`config.mk`:
```
export PLATFORM = sky130hd
export DESIGN_NAME = wasm_alu
export DESIGN_NICKNAME = d
export VERILOG_FILES = /design/src/hw/wasm_pkg.sv /design/src/hw/wasm_alu.sv
export SDC_FILE = /design/constraint.sdc
export NUM_CORES = 1
export LEC_CHECK = 0
export BUFFER_PORTS_ARGS = -buffer_cell sky130_fd_sc_hd__buf_2
export CAP_MARGIN = 10
export CORE_MARGIN = 10
export CORE_UTILIZATION = 56
export DETAILED_ROUTE_END_ITERATION = 12
export PLACE_DENSITY_LB_ADDON = 0.05
export SYNTH_ARGS = -nofsm -noshare
export SYNTH_HDL_FRONTEND = slang
export SYNTH_SLANG_ARGS = --single-unit
```
`constraint.sdc`:
```
create_clock -name vclk -period 4.95
set_input_delay 0.2475 -clock vclk [all_inputs]
set_output_delay 0.2475 -clock vclk [all_outputs]
set_load 0.02 [all_outputs]
```
`src/hw/wasm_pkg.sv`:
```
package wasm_pkg;

  // Opcode byte plus up to ten LEB128 immediate bytes
  localparam int FETCH_BYTES = 11;

  typedef enum logic [1:0] {
    I32 = 2'd0,
    I64 = 2'd1,
    F32 = 2'd2,
    F64 = 2'd3
  } value_type_e;

  // WebAssembly binary encodings
  typedef enum logic [7:0] {
    OP_UNREACHABLE = 8'h00,
    OP_NOP         = 8'h01,
    OP_END         = 8'h0B,
    OP_DROP        = 8'h1A,
    OP_SELECT      = 8'h1B,
    OP_I32_CONST   = 8'h41,
    OP_I64_CONST   = 8'h42,
    OP_I32_EQZ     = 8'h45,
    OP_I32_EQ      = 8'h46,
    OP_I32_NE      = 8'h47,
    OP_I64_EQZ     = 8'h50,
    OP_I64_EQ      = 8'h51,
    OP_I64_NE      = 8'h52,
    OP_I32_ADD     = 8'h6A,
    OP_I32_SUB     = 8'h6B,
    OP_I64_ADD     = 8'h7C,
    OP_I64_SUB     = 8'h7D
  } opcode_e;

  typedef enum logic [3:0] {
    TRAP_NONE,
    TRAP_ENDED,
    TRAP_UNREACHABLE,
    TRAP_TYPE_MISMATCH,
    TRAP_STACK_EMPTY,
    TRAP_STACK_FULL,
    TRAP_UNKNOWN_OPCODE
  } trap_e;

  typedef enum logic [2:0] {
    SOP_NONE,
    SOP_PUSH,
    SOP_POP,
    SOP_REPLACE,
    SOP_POP_REPLACE,
    SOP_POP2_REPLACE,
    SOP_CLEAR
  } stack_op_e;

  // I32 entries keep the upper half at zero
  typedef struct packed {
    value_type_e vtype;
    logic [63:0] value;
  } stack_entry_t;

endpackage
```
`src/hw/wasm_alu.sv`:
```
`timescale 1ns/1ps

module wasm_alu (
  input  wasm_pkg::opcode_e      opcode,
  input  wasm_pkg::stack_entry_t tos,
  input  wasm_pkg::stack_entry_t nos,
  input  wasm_pkg::stack_entry_t third,
  output wasm_pkg::stack_entry_t alu_result,
  output logic                   type_error
);
  import wasm_pkg::*;

  always_comb begin
    logic i32_pair;
    logic i64_pair;

    i32_pair   = (nos.vtype == I32) && (tos.vtype == I32);
    i64_pair   = (nos.vtype == I64) && (tos.vtype == I64);
    alu_result = '0;
    type_error = 1'b0;

    case (opcode)
      OP_I32_EQZ: begin
        type_error       = tos.vtype != I32;
        alu_result.value = {63'b0, tos.value[31:0] == 32'b0};
      end
      OP_I64_EQZ: begin
        type_error       = tos.vtype != I64;
        alu_result.value = {63'b0, tos.value == 64'b0};
      end
      // ne is eq inverted
      OP_I32_EQ, OP_I32_NE: begin
        type_error       = !i32_pair;
        alu_result.value = {63'b0, (nos.value[31:0] == tos.value[31:0]) ^
                                   (opcode == OP_I32_NE)};
      end
      OP_I64_EQ, OP_I64_NE: begin
        type_error       = !i64_pair;
        alu_result.value = {63'b0, (nos.value == tos.value) ^ (opcode == OP_I64_NE)};
      end
      OP_I32_ADD, OP_I32_SUB: begin
        type_error       = !i32_pair;
        alu_result.value = (opcode == OP_I32_ADD) ?
                           {32'b0, nos.value[31:0] + tos.value[31:0]} :
                           {32'b0, nos.value[31:0] - tos.value[31:0]};
      end
      OP_I64_ADD, OP_I64_SUB: begin
        type_error       = !i64_pair;
        alu_result.vtype = I64;
        alu_result.value = (opcode == OP_I64_ADD) ? nos.value + tos.value :
                                                    nos.value - tos.value;
      end
      // Deeper operand wins when the condition on top is non-zero
      OP_SELECT: begin
        type_error = (tos.vtype != I32) || (nos.vtype != third.vtype);
        alu_result = (tos.value[31:0] != 32'b0) ? third : nos;
      end
      default: begin
        alu_result = '0;
      end
    endcase
  end

endmodule

```
==> metrics.md <==
| Metric | Value |
|---|---|
| Status | finished, final reports clean |
| WHS | 861 ps |
| All-Layer GR Usage | 34.7% |
| IO Count | 273 |
| Routed via count | 12697 |
| Ratio of cells with drive above 1 in the final layout | 19.0% |
| Final ANT Viol Nets | 0 |
| CP max FO | 11 |
| VDD IR max | 0.0623 mV |
| Area growth syn-to-layout | 15.3% |
| Fin util | 65.6% |
| Part of the cycle the worst path needs | 87.1% |
| Number of global-route vias before repair | 12099 |
| Final Net Count | 2002 |
| Clkbuf count | 0 |
| Slew @ Worst Pin | 956 ps |
| Mean Syn Cell Area | 6.42 um2 |
| Cells after Synth | 1464 |
| Hold Path Class | in2out |
| Die Ht | 150 um |
| Area of the mapped netlist | 9400 um2 |
| Core area | 16500 um2 |
| FF+latch count | 0 |
| CP startpoint kind | input pin |
| Syn_nets | 1799 |
| Sequential area share after synthesis | 0% |
| Share of the synthesized area in the top cell type | 16.9% |
| Most frequent cell after synthesis | a21oi_1 |
| Min Tclk post-route | 4310 ps |
| Routed wl met3 | 4570 um |
| Post-synth top cells | 178 x a21oi_1, 127 x ha_1, 125 x inv_1 |
| Fill cells | 1604 |
| Initial antenna violation count | 1 |
| DR top layer | met4 |
| # rows | 47 |
| Met1 wire length | 16800 um |
| Die Width | 150 um |
| Slew headroom | 35.7% |
| First-pass GRT wire length | 64800 um |
| Post-CTS Setup Bufs | 0 |
| Static Leak | 5.00 nW |
| Synth area leader | ha_1 |
| DRC violations left | 0 |
| Req. time, crit path | 4700 ps |
| Synth unique cells | 75 |
| CP endpoint kind | output port |
| Largest net degree at the start of global routing | 60 |
| Placer congestion estimate | 1.06 |
| Final WL | 41900 um |
| Drt pass-1 iters | 6 |
| Met2 routed WL | 18900 um |
| Via density | 6.73 |
| Pwr dens | 116 nW/um2 |
| Fmax | 232 MHz |
| Routed WL per cell | 22.2 um |
| Hold Crit Endpoint | type_error |
| Hold Fails Final Rpt | 0 |
| Data arrival time of the worst path | 4060 ps |
| Hold_buf cts | 0 |
| PostCTS Resize Cnt | 0 |
| Top cells by area, synth | ha_1 17%, a21oi_1 9.5%, mux2i_1 8.0%, xnor2_1 5.4%, inv_1 5.0% |
| Grt total ovfl | 0 |
| Die ar. | 22400 um2 |
| Synth warn | 0 |
| Hpwl dp | 34900 um |
| Endpoints failing setup | 0 |
| Worst Path Class, Setup | in2out |
| Initial Util | 56.9% |
| RSZ-0062 raised after global routing | no |
| DR iter-0 viols | 1302 |
| Setup_tns | 0 ps |
| Worst Hold Launch | tos[65] |
| Storage element area | 0 um2 |
| Total Power | 1.26 mW |
| Max cap viols | 0 |
| I/O Buffers | 273 |
| Final slew viol count | 0 |
| Worst hold path depth | 4 |
==> final cells by class <==
class	count	area, um2	area share, %
Antenna cell	2	5.00	0.0462
Tap cell	220	275	2.54
Inverter	136	510	4.71
Multi-Input combinational cell	1241	8560	78.9
Timing Repair Buffer	288	1490	13.8
==> worst max-delay path by stage <==
stage / startpoint / endpoint / slack (ps) / depth (start not counted)
after floorplan: tos[0] / alu_result[62] / 1690 / 14
after global placement: tos[2] / alu_result[62] / 860 / 15
after detailed placement: tos[15] / alu_result[62] / 850 / 15
after CTS: tos[15] / alu_result[62] / 830 / 15
after global routing: tos[15] / alu_result[62] / 540 / 15
final: tos[15] / alu_result[60] / 640 / 15
==> worst max-delay path, cell delays in order <==
cell	delay, ps
buf_2	110
inv_1	50
ha_1	510
inv_1	190
a21oi_1	350
o31a_1	220
o311a_1	180
o211ai_1	220
o41ai_1	870
nand3b_1	220
a31oi_1	300
o22ai_1	140
xnor2_1	140
o22ai_1	130
buf_2	190
==> kinds of logic (layout without fill, tap and decap cells) <==
group                    after synthesis  count (layout)  synth area share (%)
adder cells (fa/ha/maj)              129             129                  17.3
AND/OR/NAND/NOR                      416             416                  21.8
XOR/XNOR                              64              64                  5.96
buffers and inverters                223             424                  9.13
other                                  0               2                     0
AO/OA/AOI/OAI                        555             555                  37.5
multiplexers                          77              77                  8.23
==> where the power goes <==
part / internal [mW] / switching (mW)
logic: 0.457 / 0.801
clock network: 0.0000000541 / 0
registers: 0 / 0
==> metal layers <==
layer / up-vias / global-route usage (%)
met5: - / 0
met4: 0 / 11.1
met3: 145 / 5.19
met2: 876 / 57.0
met1: 5816 / 45.4
li1: 5860 / -
==> per-stage QoR <==
| stage | std cells | cell area [um2] | setup slack (ps) |
|---|---|---|---|
| 3_3_place_gp | 1885 | 10800 | 861 |
| 4_1_cts | 1885 | 10800 | 827 |
| 5_1_grt | 1886 | 10800 | 540 |
| 2_1_floorplan | 1464 | 9400 | 1690 |
| 3_5_place_dp | 1885 | 10800 | 849 |
| 6_report | 1887 | 10800 | 640 |
==> cells in the final DEF, fill, tap and decap left out, types with 6 or more instances in the layout <==
cell,n
o21ai_1,15
a2111oi_0,6
o31a_1,6
nor2b_1,17
inv_2,10
o31ai_1,36
nor2_1,106
nand4_1,39
a31oi_1,20
o21bai_1,30
xnor2_1,58
nor4_1,40
a221oi_1,7
nand2b_1,10
o21ai_0,72
xor2_1,6
o211ai_1,9
inv_1,125
mux2i_1,75
a211oi_1,12
o41ai_1,8
nand3_1,24
o21a_1,9
and2_1,7
and3_1,7
nand2_1,91
o22ai_1,66
a21oi_1,178
a21o_1,26
buf_4,14
buf_2,273
ha_1,127
or3_1,9
nor3_1,42
Note: power is estimated with default switching activity, not from simulation.
