$ cat src/hw/wasm_pkg.sv
package wasm_pkg;

  // Opcode byte plus up to ten LEB128 immediate bytes
  localparam int FETCH_BYTES = 11;

  typedef enum logic [1:0] {
    I32 = 2'd0,
    I64 = 2'd1,
    F32 = 2'd2,
    F64 = 2'd3
  } value_type_e;

  // WebAssembly binary encodings
  typedef enum logic [7:0] {
    OP_UNREACHABLE = 8'h00,
    OP_NOP         = 8'h01,
    OP_END         = 8'h0B,
    OP_DROP        = 8'h1A,
    OP_SELECT      = 8'h1B,
    OP_I32_CONST   = 8'h41,
    OP_I64_CONST   = 8'h42,
    OP_I32_EQZ     = 8'h45,
    OP_I32_EQ      = 8'h46,
    OP_I32_NE      = 8'h47,
    OP_I64_EQZ     = 8'h50,
    OP_I64_EQ      = 8'h51,
    OP_I64_NE      = 8'h52,
    OP_I32_ADD     = 8'h6A,
    OP_I32_SUB     = 8'h6B,
    OP_I64_ADD     = 8'h7C,
    OP_I64_SUB     = 8'h7D
  } opcode_e;

  typedef enum logic [3:0] {
    TRAP_NONE,
    TRAP_ENDED,
    TRAP_UNREACHABLE,
    TRAP_TYPE_MISMATCH,
    TRAP_STACK_EMPTY,
    TRAP_STACK_FULL,
    TRAP_UNKNOWN_OPCODE
  } trap_e;

  typedef enum logic [2:0] {
    SOP_NONE,
    SOP_PUSH,
    SOP_POP,
    SOP_REPLACE,
    SOP_POP_REPLACE,
    SOP_POP2_REPLACE,
    SOP_CLEAR
  } stack_op_e;

  // I32 entries keep the upper half at zero
  typedef struct packed {
    value_type_e vtype;
    logic [63:0] value;
  } stack_entry_t;

endpackage
$ cat src/hw/wasm_exec.sv
`timescale 1ns/1ps

module wasm_exec #(
  parameter int ROM_ADDR_W    = 8,
  parameter int STACK_DEPTH_W = 4
) (
  input  logic                                  clk,
  input  logic                                  reset,
  input  logic                                  start,
  input  logic [wasm_pkg::FETCH_BYTES-1:0][7:0] window,
  input  logic [63:0]                           imm_value,
  input  logic [3:0]                            imm_length,
  input  logic [STACK_DEPTH_W:0]                depth,
  input  logic                                  type_error,
  input  wasm_pkg::stack_entry_t                alu_result,
  output logic [ROM_ADDR_W-1:0]                 fetch_addr,
  output wasm_pkg::opcode_e                     opcode,
  output wasm_pkg::stack_op_e                   stack_op,
  output wasm_pkg::stack_entry_t                stack_wdata,
  output wasm_pkg::trap_e                       trap,
  output logic                                  busy
);
  import wasm_pkg::*;

  localparam int DW = STACK_DEPTH_W + 1;

  typedef enum logic [1:0] {
    IDLE,
    FETCH,
    WAIT,
    EXEC
  } state_e;

  state_e                  state;
  logic [ROM_ADDR_W-1:0]   pc;
  logic [ROM_ADDR_W-1:0]   pc_next;
  logic                    known;
  logic                    is_push;
  logic                    check_type;
  logic [STACK_DEPTH_W:0]  need;
  trap_e                   halt_code;
  trap_e                   exec_trap;
  stack_op_e               exec_op;

  assign opcode = opcode_e'(window[0]);
  assign busy   = (state != IDLE);

  // Constants skip their immediate bytes too
  assign pc_next = pc + ROM_ADDR_W'(is_push ? imm_length + 4'd1 : 4'd1);

  // Decode
  always_comb begin
    known       = 1'b1;
    is_push     = 1'b0;
    check_type  = 1'b0;
    need        = '0;
    halt_code   = TRAP_NONE;
    exec_op     = SOP_NONE;
    stack_wdata = alu_result;
    case (opcode)
      OP_UNREACHABLE: halt_code = TRAP_UNREACHABLE;
      OP_NOP:         exec_op   = SOP_NONE;
      // No blocks, so end closes the program
      OP_END:         halt_code = TRAP_ENDED;
      OP_DROP: begin
        need    = DW'(1);
        exec_op = SOP_POP;
      end
      OP_SELECT: begin
        need       = DW'(3);
        check_type = 1'b1;
        exec_op    = SOP_POP2_REPLACE;
      end
      OP_I32_CONST: begin
        is_push           = 1'b1;
        exec_op           = SOP_PUSH;
        stack_wdata.vtype = I32;
        stack_wdata.value = {32'b0, imm_value[31:0]};
      end
      OP_I64_CONST: begin
        is_push           = 1'b1;
        exec_op           = SOP_PUSH;
        stack_wdata.vtype = I64;
        stack_wdata.value = imm_value;
      end
      OP_I32_EQZ, OP_I64_EQZ: begin
        need       = DW'(1);
        check_type = 1'b1;
        exec_op    = SOP_REPLACE;
      end
      OP_I32_EQ, OP_I32_NE, OP_I64_EQ, OP_I64_NE,
      OP_I32_ADD, OP_I32_SUB, OP_I64_ADD, OP_I64_SUB: begin
        need       = DW'(2);
        check_type = 1'b1;
        exec_op    = SOP_POP_REPLACE;
      end
      default: known = 1'b0;
    endcase
  end

  // Trap priority
  always_comb begin
    if (!known) begin
      exec_trap = TRAP_UNKNOWN_OPCODE;
    end else if (depth < need) begin
      exec_trap = TRAP_STACK_EMPTY;
    end else if (is_push && depth == DW'(2 ** STACK_DEPTH_W)) begin
      exec_trap = TRAP_STACK_FULL;
    end else if (check_type && type_error) begin
      exec_trap = TRAP_TYPE_MISMATCH;
    end else begin
      exec_trap = halt_code;
    end
  end

  // Stack update lands on the edge leaving EXEC
  always_comb begin
    stack_op = SOP_NONE;
    if (state == IDLE && start) begin
      stack_op = SOP_CLEAR;
    end else if (state == EXEC && exec_trap == TRAP_NONE) begin
      stack_op = exec_op;
    end
  end

  always_ff @(posedge clk) begin
    if (reset) begin
      state      <= IDLE;
      pc         <= '0;
      fetch_addr <= '0;
      trap       <= TRAP_NONE;
    end else begin
      case (state)
        IDLE: begin
          if (start) begin
            state <= FETCH;
            pc    <= '0;
            trap  <= TRAP_NONE;
          end
        end
        FETCH: begin
          fetch_addr <= pc;
          state      <= WAIT;
        end
        // Memory registers the window
        WAIT: state <= EXEC;
        EXEC: begin
          if (exec_trap != TRAP_NONE) begin
            trap  <= exec_trap;
            state <= IDLE;
          end else begin
            pc    <= pc_next;
            state <= FETCH;
          end
        end
        default: state <= IDLE;
      endcase
    end
  end

endmodule

$ cat config.mk
export PLATFORM = sky130hd
export DESIGN_NAME = wasm_exec
export DESIGN_NICKNAME = d
export VERILOG_FILES = /design/src/hw/wasm_pkg.sv /design/src/hw/wasm_exec.sv
export SDC_FILE = /design/constraint.sdc
export NUM_CORES = 1
export LEC_CHECK = 0
export BUFFER_PORTS_ARGS = -buffer_cell sky130_fd_sc_hd__buf_2
export CAP_MARGIN = 20
export CORE_AREA = 2 2 123 125
export CTS_CLUSTER_DIAMETER = 60
export DETAILED_ROUTE_END_ITERATION = 8
export DIE_AREA = 0 0 125 127
export SLEW_MARGIN = 20
export SYNTH_ARGS = -nofsm -noshare
export SYNTH_HDL_FRONTEND = slang
export SYNTH_SLANG_ARGS = --single-unit
$ cat constraint.sdc
create_clock -name clk -period 6.3 [get_ports clk]
set_input_delay 1.26 -clock clk [delete_from_list [all_inputs] [get_ports clk]]
set_output_delay 1.26 -clock clk [all_outputs]
set_load 0.1 [all_outputs]
==> results.ini <==
[run_status]
status=finished clean

[clocking]
cts-resized-gates=0
htree_levels=1
cts_sinks=21
cts_root_buffer=clkbuf_16
ctsHoldBuffers=0
clk_pin_slew_worst_paths_ns=0.06
cts_buffer_depth=2
clock_latency_ns=0.25
tritoncts=done
cts_setup_buffers=0
numCtsBuffers=3

[sta]
whs_ns=0.476
rsz0062_at_grt=false
finalClockSkew_ns=0.00417
maxSlewViolCount=0
final.period_utilization_pct=91.5
fmax_ghz=0.173
slew_headroom_pct=46.6
finalCriticalPeriod_ns=5.77
fin_tns_setup_ns=0
setup_viol=0
hold_viol_final=0
worst_pin_slew_ns=0.796

[synthesis]
yosys.area_share.simple_pct=33.4
synthArstFlopShare_pct=0
synth.distinct_cells=50
synth-seq-area-share_pct=17.7
synth_top_family_by_area=simple AND/OR/NAND/NOR gates
yosys_warnings=0
syn_avg_cell_area_um2=6.82
yosysTopAreaCellShare_pct=19.3
synth_seq_cells=21
synth-edff-count=0
netlist.top_cell.by_area=nand2_1
synth_area_mm2=0.00238
synth_compound_area_share_pct=25.4
syn_nets=592
synth_area_leaders=nand2_1, dfxtp_1, a22o_1, mux2i_1, ha_1
yosys.area_share.adder_pct=6.63
synth_xor_area_share_pct=1.84
synthMuxAreaShare_pct=5.89
synthesis.instances=349
ys.flop_type=dfxtp_1

[worst_setup_path]
slowest_stage=or4_4
worstPathMaxFanout=10
r2r_end=pc[7]
cp_num_buf_inv=2
critical_path_required_ns=5.04
crit_path_max_incr_delay_ns=0.56
critPathTopFamily=simple AND/OR/NAND/NOR gates
crit_chain=buf_2 -> or4_4 -> or2_4 -> nor2_1 -> nor3_1 -> ha_1 -> nand2_1 -> nand2_1 -> a31o_1 -> o311a_1 -> nand3_1 -> o21ai_1 -> buf_2
critPathKind=in2out
r2r-start=state[0]
start_kind=primary input
reg2reg_depth=7
cp.arrival_ns=4.51
r2r_setup_slack_ns=4.17
crit_path_end_kind=output pin

[route]
drtIter0Drc=179
antenna_left=0
wl_per_cell_um=13.5
drc_errors=0
firstDrtPassIters=4
drt_wl_total_um=10200
via_per_inst=4.30
vias=3232

[global_routing]
grt_pass1_wl_um=15200
grt_start_max_net_pins=58
antenna_found_initial=0
overflow=0
grt_pass1_vias=2891
grt_usage_pct=11.4

[power]
power.leakage_nw=2.10
irDropWorstVdd_uv=157
powerDensity_mw_per_mm2=206

[place]
io_buffers=239
dp_hpwl_um=8570
gp_congestion=0.793

[die]
die_width_um=125
rows=44
die_height_um=127
pin_count=321
die_area_mm2=0.0159
core_area_mm2=0.0144
start_util_pct=16.5

[cells_and_area]
layout_commonest_cell=buf_2
area_growth_pct=57.7
drive_gt1_share_pct=45.7
n_antenna_cell=0
num-fill-cells=1644
utilization_pct=26.0
final_cell_mix=buf_2, nand2_1, a22o_1
nets=811

[min_path]
hold_depth=2
hold_class=reg2reg
hold_end=trap[1]
min_from=trap[1]

[run]
cap_violations=0

Yosys cell counts, types with 5 or more instances:
cell      number
ha_1          11
a211oi_1       5
a22o_1        32
inv_1         10
a31oi_1        5
buf_4          9
o21ai_0       10
nand2_1      122
clkbuf_1      15
nor2_1        23
dfxtp_1       21
nand3_1        7
mux2i_1       14
flip-flops by register name, indices dropped and copies added, names as in the netlist:
register	cells
trap	3
fetch_addr	8
pc	8
state	2
final cells by class:
type / count / area, um2 / share of cell area (%)
Tap cell: 184 / 230 / 6.14
Clock inverter: 1 / 5.00 / 0.133
Sequential cell: 21 / 420 / 11.2
Inverter: 10 / 37.5 / 1.00
Clock buffer: 3 / 75.1 / 2.00
Multi-Input combinational cell: 288 / 1750 / 46.6
Timing Repair Buffer: 244 / 1230 / 32.9
per-layer routing:
metal	routed length, um	track usage [%]	share of wire [%]	vias up
met1	4680	16.2	46	1451
met3	667	2.26	6.6	2
met2	4800	18.8	47	123
met5	0	0	0	-
li1	-	-	-	1656
met4	14	0.719	0.14	0
worst max path at each step:
stage	start	endpoint	slack, ns	cells after the start
global route	window[7]	stack_op[2]	0.30	13
CTS	window[7]	stack_op[2]	0.50	13
detailed placement	window[7]	stack_op[2]	0.51	13
finish	window[7]	stack_op[2]	0.53	13
global placement	window[7]	stack_op[1]	0.53	13
floorplan	window[7]	stack_op[1]	0.47	12
power by group:
| group | leakage [nW] | switching (W) | internal [W] | total, W |
|---|---|---|---|---|
| registers | 0.170 | 0.00000584 | 0.000140 | 0.000146 |
| logic | 1.89 | 0.000386 | 0.000112 | 0.000498 |
| clock network | 0.0409 | 0.0000451 | 0.0000850 | 0.000130 |
worst reg2reg max path, stage by stage (launching register included):
cell	delay, ns
dfxtp_1	0.36
inv_1	0.10
ha_1	0.26
o21ai_0	0.42
nand2_1	0.14
nor4b_1	0.38
a31oi_1	0.14
a41o_2	0.24
kinds of logic (layout without fill, tap and decap cells):
group           Yosys count  after routing
simple gates            180            180
xor+xnor                  5              5
compound gates           76             76
fa+ha+maj                12             12
mux                      14             14
other cells               1              1
flops                    21             21
buf+inv                  40            258
per-stage QoR:
stage                     worst slack [ns]  cells  total power (W)  area [um2]
final                                0.533    751         0.000774        3750
after global routing                 0.305    751         0.000815        3750
after CTS                            0.497    751         0.000781        3750
after detailed placement             0.509    747         0.000647        3670
after global placement               0.528    747         0.000647        3670
after floorplan                      0.467    349         0.000543        2380
Note: power is estimated with default switching activity, not from simulation.
