**src/hw/leb128_decoder.sv**
```systemverilog
`timescale 1ns/1ps

module leb128_decoder (
  input  logic [9:0][7:0] bytes,
  output logic [63:0]     value,
  output logic [3:0]      length
);

  always_comb begin
    logic [69:0] groups;
    logic        done;
    int          last;

    groups = '0;
    done   = 1'b0;
    last   = 9;

    // Collect 7-bit groups up to the first byte without continuation
    for (int i = 0; i < 10; i++) begin
      if (!done) begin
        groups[i*7 +: 7] = bytes[i][6:0];
        if (!bytes[i][7]) begin
          done = 1'b1;
          last = i;
        end
      end
    end

    value = groups[63:0];

    // Sign extend from bit 6 of the final group
    for (int b = 0; b < 64; b++) begin
      if (b > last * 7 + 6 && groups[last*7+6]) begin
        value[b] = 1'b1;
      end
    end

    length = 4'(last + 1);
  end

endmodule

```
**config.mk**
```make
export PLATFORM = sky130hd
export DESIGN_NAME = leb128_decoder
export DESIGN_NICKNAME = d
export VERILOG_FILES = /design/src/hw/leb128_decoder.sv
export SDC_FILE = /design/constraint.sdc
export NUM_CORES = 1
export LEC_CHECK = 0
export BUFFER_PORTS_ARGS = -buffer_cell sky130_fd_sc_hd__buf_2
export CAP_MARGIN = 20
export CORE_MARGIN = 2
export CORE_UTILIZATION = 51
export DETAILED_ROUTE_END_ITERATION = 16
export PLACE_DENSITY_LB_ADDON = 0.1
export SLEW_MARGIN = 0
export SYNTH_ARGS = -nofsm -noshare
export SYNTH_HDL_FRONTEND = slang
export SYNTH_SLANG_ARGS = --single-unit
```
**constraint.sdc**
```tcl
create_clock -name vclk -period 13.95
set_input_delay 0 -clock vclk [all_inputs]
set_output_delay 0 -clock vclk [all_outputs]
set_load 0.01 [all_outputs]
```
==> results.md, run 1 <==
- Core region area: ~5000 sq um
- HPWL after DPL: ~8700 um
- Design area: 3283 sq um
- Register Area: 0 sq um
- Number of DRC markers in iteration 0: about 370
- Status: completed
- Die Width: roughly 76 um
- Endpoint of the worst hold path: value[0]
- Maximum number of pins on one net before global-route repair: 30
- Worst Path Arrival: about 6.5 ns
- First-pass GRT wire length: 16500 um
- Met2 capacity usage during global routing: 0.6164
- Effective utilization at floorplan: 0.5207
- Detailed-route vias per instance: between 6 and 7
- Data required time of the critical path: 13.95 ns
- Count of synthesis-stage warnings from yosys: 0
- Power Density: between 90 and 100 nW/um^2
- Overall die height: ~76 um
- Max_slew headroom: 0.3046
- Post-synthesis sequential area ratio: 0
- Area after DPL: roughly 3300 sq um
- RSZ-0062 raised after global routing: no
- Min Clock Period, post-route: around 6.5 ns
- Leakage dissipation: around 1.6 nW
- Overall routing resource usage: 0.3739
- Clock buffer count: 0
- Number of top-level pins: approximately 150
- Kind of start point of the critical path: input pin
- Post-synthesis cell area: around 2600 sq um
- Number of setup buffers added after CTS: 0
- Diode count: 0
- Syn_area_per_cell: 6.138 sq um
- Aggregate routed wire length: between 10000 and 15000 um
- Source of the worst hold timing path: bytes[0]
- Bufs and invs on worst path: 3
- Fraction of final layout cells sized beyond drive strength 1: 0.3204
- Multi-input gate area in the final layout: around 2400 sq um
- GRT busiest layer: met2
- Number of optimization iterations in the first detailed-route pass: 8
- CP Capture Type: primary output
- Critical Path Slowest Stage Cell: sky130_fd_sc_hd__a211oi_1
- Max-cap violation count: 0
- Post-synthesis cell type count: slightly below 70
- Total count of max-transition violations in the final report: 0
- Final Hold Violating Endpoints: 0
- Antenna violation net count after detailed routing: 0
- Cells after Synth: 425
- Worst vdd rail ir drop: 0.07638 mV
- Post-route setup TNS: 0 ns
- Row cnt: 26
- Routability Congestion: 1.015
- # port buffers: approximately 150
- Post-Syn Nets: between 500 and 600
- Gr ovfl total: 0
- Family of cells with the greatest summed delay on the critical path: simple AND/OR/NAND/NOR gates
- Hold Path Depth: 2
- DRC Markers: 0
- Layout-stage area growth over the synthesis result: 25.85%
- Worst-path fanout max: 19
- Total number of sequential cells: 0
- Area of the die: between 5000 and 6000 sq um
- Chain of cells forming the critical path: buf_2 > nand2_1 > nor2_1 > o21ai_0 > ha_1 > fa_1 > ha_1 > inv_1 > fa_1 > nor2b_1 > nand4b_1 > or2_2 > a211oi_1 > o21ai_1 > nor2_2 > nor2_1 > a41o_1 > o31ai_1 > buf_2
- M1 GR Usage: 0.4964
- Number of antenna violations at the first check in global routing: 0
- Drt wl/cell: ~18 um
- Worst min-delay path class: in -> out
- Pin slew with the least headroom to its limit: 1.043 ns
- Via count of the first global-routing pass: 3373
- Maximum clock frequency: approximately 150 MHz
- Filler instances: 501
- Net total in the final layout: roughly 640
- Final critical-path share of the clock period: 0.4628
- Global routing met3 resource utilization: 0.04101
- Critical Path Max Stage Delay: about 0.74 ns
- CTS Hold Bufs: 0
- Type of the setup path with the least slack: in -> out
- Number of resized instances in the post-cts repair step: 0
- Total number of vias: between 3000 and 4000
- Setup violation total in the final timing report: 0
==> synthesized netlist by cell type (3+ instances only) <==
master,instances,area share
sky130_fd_sc_hd__nor4_1,7,0.017
sky130_fd_sc_hd__a31o_2,5,0.017
sky130_fd_sc_hd__a22oi_1,3,0.0086
sky130_fd_sc_hd__nor2b_1,5,0.012
sky130_fd_sc_hd__o31ai_1,14,0.040
sky130_fd_sc_hd__and2_1,3,0.0072
sky130_fd_sc_hd__o21ai_1,29,0.056
sky130_fd_sc_hd__a21o_1,3,0.0086
sky130_fd_sc_hd__ha_1,15,0.072
sky130_fd_sc_hd__o21ai_0,33,0.063
sky130_fd_sc_hd__nand3_1,18,0.035
sky130_fd_sc_hd__mux2i_1,13,0.050
sky130_fd_sc_hd__buf_1,4,0.0058
sky130_fd_sc_hd__nand2b_1,4,0.0096
sky130_fd_sc_hd__clkbuf_1,20,0.029
sky130_fd_sc_hd__buf_6,3,0.013
sky130_fd_sc_hd__nor2_1,22,0.032
sky130_fd_sc_hd__a21oi_1,21,0.040
sky130_fd_sc_hd__xnor2_1,7,0.024
sky130_fd_sc_hd__nor3_1,4,0.0077
sky130_fd_sc_hd__and3_1,3,0.0072
sky130_fd_sc_hd__o22ai_1,4,0.0096
sky130_fd_sc_hd__a22o_1,8,0.027
sky130_fd_sc_hd__buf_2,5,0.0096
sky130_fd_sc_hd__nand2_1,92,0.13
sky130_fd_sc_hd__inv_1,11,0.016
sky130_fd_sc_hd__buf_4,5,0.014
sky130_fd_sc_hd__a31oi_1,7,0.017
==> where the power goes <==
group	switching [mW]	leakage, nW	internal (mW)
Combinational	0.199	1.62	0.117
Clock	0	0	0
Sequential	0	0	0
Total	0.199	1.62	0.117
==> stage by stage <==
stage	total power [mW]	instances	hold WS, ns	util	setup slack, ns
after CTS	0.3101	610	0.2114	0.6553	7.688
after global placement	0.3062	610	0.2114	0.6553	7.780
after detailed placement	0.3089	610	0.2099	0.6553	7.710
after global routing	0.3432	610	0.2170	0.6553	7.105
final	0.3166	610	0.2138	0.6553	7.494
after floorplan	0.1972	425	0.1015	-	8.713
==> how the worst max path moves through the flow <==
stage / start / endpoint / slack, ns / cells past startpoint
final: bytes[7] / value[43] / 7.49 / 19
after global routing: bytes[7] / value[43] / 7.11 / 19
after CTS: bytes[7] / value[43] / 7.69 / 19
after detailed placement: bytes[7] / value[43] / 7.71 / 19
after global placement: bytes[7] / value[45] / 7.78 / 19
after floorplan: bytes[15] / value[43] / 8.71 / 24
==> kinds of logic (layout without fill, tap and decap cells) <==
kind of cell	after synthesis	in the layout	synth area share
multiplexers	18	18	0.08585
adder cells (fa/ha/maj)	17	17	0.08729
XOR/XNOR	9	9	0.03022
AND/OR/NAND/NOR	175	175	0.3074
buffers and inverters	49	164	0.08872
AO/OA/AOI/OAI	157	157	0.4005
==> per-layer routing <==
metal | wire length [um] | part of all wire | vias up
met1 | 4418 | 0.39 | 1751
met5 | 0 | 0 | -
li1 | - | - | 1813
met3 | 1234 | 0.11 | 30
met2 | 5240 | 0.47 | 299
met4 | 354 | 0.031 | 0
==> cell type report <==
cell class	count	share of cell area
Timing Repair Buffer	152	0.2355
Multi-Input combinational cell	376	0.7241
Tap cell	70	0.02668
Inverter	12	0.01372
==> cell usage in the layout (no fill, tap or decap), types with 3 or more instances in the layout <==
cell type                  count
sky130_fd_sc_hd__a22o_1        8
sky130_fd_sc_hd__nand2_1      92
sky130_fd_sc_hd__a31oi_1       7
sky130_fd_sc_hd__buf_2       147
sky130_fd_sc_hd__and2_1        3
sky130_fd_sc_hd__nor2_1       22
sky130_fd_sc_hd__a21o_1        3
sky130_fd_sc_hd__and3_1        3
sky130_fd_sc_hd__nand2b_1      4
sky130_fd_sc_hd__o21ai_0      33
sky130_fd_sc_hd__xnor2_1       7
sky130_fd_sc_hd__buf_4         5
sky130_fd_sc_hd__ha_1         15
sky130_fd_sc_hd__a21oi_1      21
sky130_fd_sc_hd__inv_1        11
sky130_fd_sc_hd__nor4_1        7
sky130_fd_sc_hd__o21ai_1      29
sky130_fd_sc_hd__o31ai_1      14
sky130_fd_sc_hd__nor3_1        4
sky130_fd_sc_hd__nor2b_1       5
sky130_fd_sc_hd__a22oi_1       3
sky130_fd_sc_hd__mux2i_1      13
sky130_fd_sc_hd__nand3_1      18
sky130_fd_sc_hd__a31o_2        5
sky130_fd_sc_hd__o22ai_1       4
Power figures use the tool's default switching activity.
==> run 2: changes to the inputs <==
Settings changed: ABC_AREA set to 1, CORE_UTILIZATION 51 to 49.
Clock period 13.95 ns to 6.3 ns, I/O delays scaled along.
==> run 2 against run 1 <==
  * Worst setup slack worse by 6.9 ns
  * Via count is 16% higher
  * Cell area is 9.6% higher
==> results.md, run 2 <==
- Status: completed (unchanged)
- Leading post-synthesis cells by cell area: sky130_fd_sc_hd__nand2_1 33%, sky130_fd_sc_hd__nand3_1 10%, sky130_fd_sc_hd__inv_1 8.7%, sky130_fd_sc_hd__nor2_1 8.3%, sky130_fd_sc_hd__ha_1 6.8% (was sky130_fd_sc_hd__nand2_1 13%, sky130_fd_sc_hd__ha_1 7.2%, sky130_fd_sc_hd__o21ai_0 6.3%, sky130_fd_sc_hd__o21ai_1 5.6%, sky130_fd_sc_hd__mux2i_1 5.0%)
- First-pass GRT wire length: 18570 um (was 16500 um)
- Final critical-path setup slack: 0.6316 ns (was 7.494 ns)
- Source of the critical timing path: bytes[7] (unchanged)
- Total number of sequential cells: 0 (unchanged)
- Final Hold Violating Endpoints: 0 (unchanged)
- Maximum number of pins on one net before global-route repair: 64 (was 30)
- Net total in the final layout: 833 (was 639)
- Number of resized instances in the post-cts repair step: 0 (unchanged)
- Power Density: 273.9 nW/um^2 (was 96.42 nW/um^2)
- Worst-path fanout max: 63 (was 19)
- Overall die height: 81.30 um (was 75.52 um)
- Register Area: 0 sq um (unchanged)
- Placement Setup Slack: 0.8048 ns (was 7.710 ns)
- Post-Syn Nets: 706 (was 522)
- Drt wl/cell: 15.37 um (was 18.44 um)
- HPWL after DPL: 9408 um (was 8724 um)
- Diode count: 0 (unchanged)
- Max-cap violation count: 0 (unchanged)
- Most frequent cells after synthesis: 259 x sky130_fd_sc_hd__nand2_1, 68 x sky130_fd_sc_hd__inv_1, 65 x sky130_fd_sc_hd__nor2_1 (was 92 x sky130_fd_sc_hd__nand2_1, 33 x sky130_fd_sc_hd__o21ai_0, 29 x sky130_fd_sc_hd__o21ai_1)
- Top cell type's share of synthesized area: 0.3321 (was 0.1324)
- Tot Pwr: 985.2 uW (was 316.6 uW)
- Clock buffer count: 0 (unchanged)
- Pin slew with the least headroom to its limit: 0.8079 ns (was 1.043 ns)
- Type of the setup path with the least slack: in -> out (unchanged)
- RSZ-0062 raised after global routing: no (unchanged)
- Data required time of the critical path: 6.30 ns (was 13.95 ns)
- Leakage dissipation: 2.337 nW (was 1.621 nW)
- Routability Congestion: 0.9428 (was 1.015)
- Core region area: 5851 sq um (was 5010 sq um)
- Number of optimization iterations in the first detailed-route pass: 5 (was 8)
- Total number of vias: 4533 (was 3893)
- Net switching power of the design: 656.2 uW (was 199.1 uW)
- Setup violation total in the final timing report: 0 (unchanged)
- Seq pwr share: 0 (about the same)
- Final cell utilization of the core: 0.6148 (was 0.6553)
- DRC Markers: 0 (unchanged)
- Final critical-path share of the clock period: 0.8998
- Leading cell type in the layout, fill and taps excluded: sky130_fd_sc_hd__nand2_1 (was sky130_fd_sc_hd__buf_2)
- Fraction of final layout cells sized beyond drive strength 1: 0.2251 (was 0.3204)
- Overall routing resource usage: 0.3573 (was 0.3739)
- Min Clock Period, post-route: roughly 5.7 ns
- Most frequent cells in the layout: 259 x sky130_fd_sc_hd__nand2_1, 147 x sky130_fd_sc_hd__buf_2, 68 x sky130_fd_sc_hd__inv_1 (was 147 x sky130_fd_sc_hd__buf_2, 92 x sky130_fd_sc_hd__nand2_1, 33 x sky130_fd_sc_hd__o21ai_0)
- Total count of max-transition violations in the final report: 0 (unchanged)
- Layout-stage area growth over the synthesis result: 22.86% (was 25.85%)
- Largest area contributor in the netlist: sky130_fd_sc_hd__nand2_1 (unchanged)
- Number of top-level pins: 148 (unchanged)
- CP Capture Type: primary output (unchanged)
- Die Width: 81.30 um (was 75.52 um)
- Row cnt: 28 (was 26)
- Aggregate routed wire length: 12420 um (was 11250 um)
- Worst Path Arrival: 5.67 ns (was 6.46 ns)
- Count of synthesis-stage warnings from yosys: 0 (unchanged)
- # port buffers: 147 (unchanged)
- Source of the worst hold timing path: bytes[0] (unchanged)
- Final Non-Filler Cells: 808 (was 610)
- Worst vdd rail ir drop: 0.1440 mV (was 0.07638 mV)
- Via count of the first global-routing pass: 3827 (was 3373)
- Detailed-route vias per instance: 5.610 (was 6.382)
- Cell with the most instances after synthesis: sky130_fd_sc_hd__nand2_1 (unchanged)
- Maximum clock frequency: around 180 MHz
- Number of antenna violations at the first check in global routing: 0 (unchanged)
- Proportion of total power due to net switching: 0.6660 (was 0.6288)
- Antenna violation net count after detailed routing: 0 (unchanged)
- Post-synthesis sequential area ratio: 0 (unchanged)
- Number of placed cells counting well taps: 808 (was 610)
- Worst min-delay path class: in -> out (unchanged)
- Syn_area_per_cell: 4.815 sq um (was 6.138 sq um)
- Kind of start point of the critical path: input pin (unchanged)
- Effective utilization at floorplan: 0.5004 (was 0.5207)
- Internal: 329.0 uW (was 117.5 uW)
- Power share of the combinational group: 1.000 (about the same)
- Area of the die: 6610 sq um (was 5703 sq um)
- CTS Hold Bufs: 0 (unchanged)
- Clock power share: 0 (about the same)
- Post-synthesis cell type count: 36 (was 68)
- Number of setup buffers added after CTS: 0 (unchanged)
- Filler instances: 622 (was 501)
- Gr ovfl total: 0 (unchanged)
- Post-route setup TNS: 0 ns (unchanged)
- Max_slew headroom: 0.4594 (was 0.3046)
- Cells after Synth: 608 (was 425)
- Number of DRC markers in iteration 0: 380 (was 368)
- Post-synthesis cell area: 2928 sq um (was 2609 sq um)
## run 2: final cells by class
class	count	area (sq um)	area share
timing repair buffer	155	795.8	0.2212
inverter	72	270.3	0.07513
tap	75	93.84	0.02609
multi-input combinational	506	2437	0.6776
## run 2: kinds of logic (layout without fill, tap and decap cells)
family | count (synthesis) | count (layout) | share of synthesized area
AO/OA/AOI/OAI | 71 | 71 | 0.1376
XOR/XNOR | 7 | 7 | 0.02094
adder cells (fa/ha/maj) | 18 | 18 | 0.08205
buffers and inverters | 102 | 227 | 0.1675
AND/OR/NAND/NOR | 410 | 410 | 0.5919
## run 2: metal layers
metal | track usage | routed length (um)
met5 | 0 | 0
met4 | 0.09831 | 378
met3 | 0.04000 | 1087
met2 | 0.6098 | 5670
met1 | 0.4716 | 5282
## run 2: through the flow
stage	hold WS [ns]	cell area [sq um]
6_report	0.2071	3597
4_1_cts	0.2071	3597
3_5_place_dp	0.2056	3597
2_1_floorplan	0.1015	2928
3_3_place_gp	0.2000	3597
5_1_grt	0.2182	3597
## run 2: worst paths after layout
check,to,depth (start not counted)
max,value[16],24
min,value[0],2
## run 2: power by group through the flow
stage | registers (mW) | clock network (mW) | logic [mW]
2_1_floorplan | 0 | 0 | 0.638
3_3_place_gp | 0 | 0 | 0.958
3_5_place_dp | 0 | 0 | 0.964
4_1_cts | 0 | 0 | 0.968
5_1_grt | 0 | 0 | 1.09
6_report | 0 | 0 | 0.985
## run 2: worst max-delay path, stage by stage
cell and delay [ns]:
sky130_fd_sc_hd__buf_2 0.25, sky130_fd_sc_hd__nand2_4 0.11, sky130_fd_sc_hd__nor2_8 0.19, sky130_fd_sc_hd__nand4_4 0.18
sky130_fd_sc_hd__nor2_4 0.31, sky130_fd_sc_hd__nand3_2 0.09, sky130_fd_sc_hd__buf_4 0.26, sky130_fd_sc_hd__nand2_2 0.13
sky130_fd_sc_hd__inv_2 0.14, sky130_fd_sc_hd__ha_1 0.54, sky130_fd_sc_hd__xor2_1 0.20, sky130_fd_sc_hd__xor2_1 0.18
sky130_fd_sc_hd__ha_1 0.19, sky130_fd_sc_hd__inv_1 0.06, sky130_fd_sc_hd__fa_1 0.79, sky130_fd_sc_hd__inv_1 0.32
sky130_fd_sc_hd__nor2_1 0.20, sky130_fd_sc_hd__inv_1 0.15, sky130_fd_sc_hd__nor3_1 0.24, sky130_fd_sc_hd__nand4_1 0.19
sky130_fd_sc_hd__nand3_4 0.50, sky130_fd_sc_hd__nand2_1 0.17, sky130_fd_sc_hd__nand2_1 0.10, sky130_fd_sc_hd__buf_2 0.13
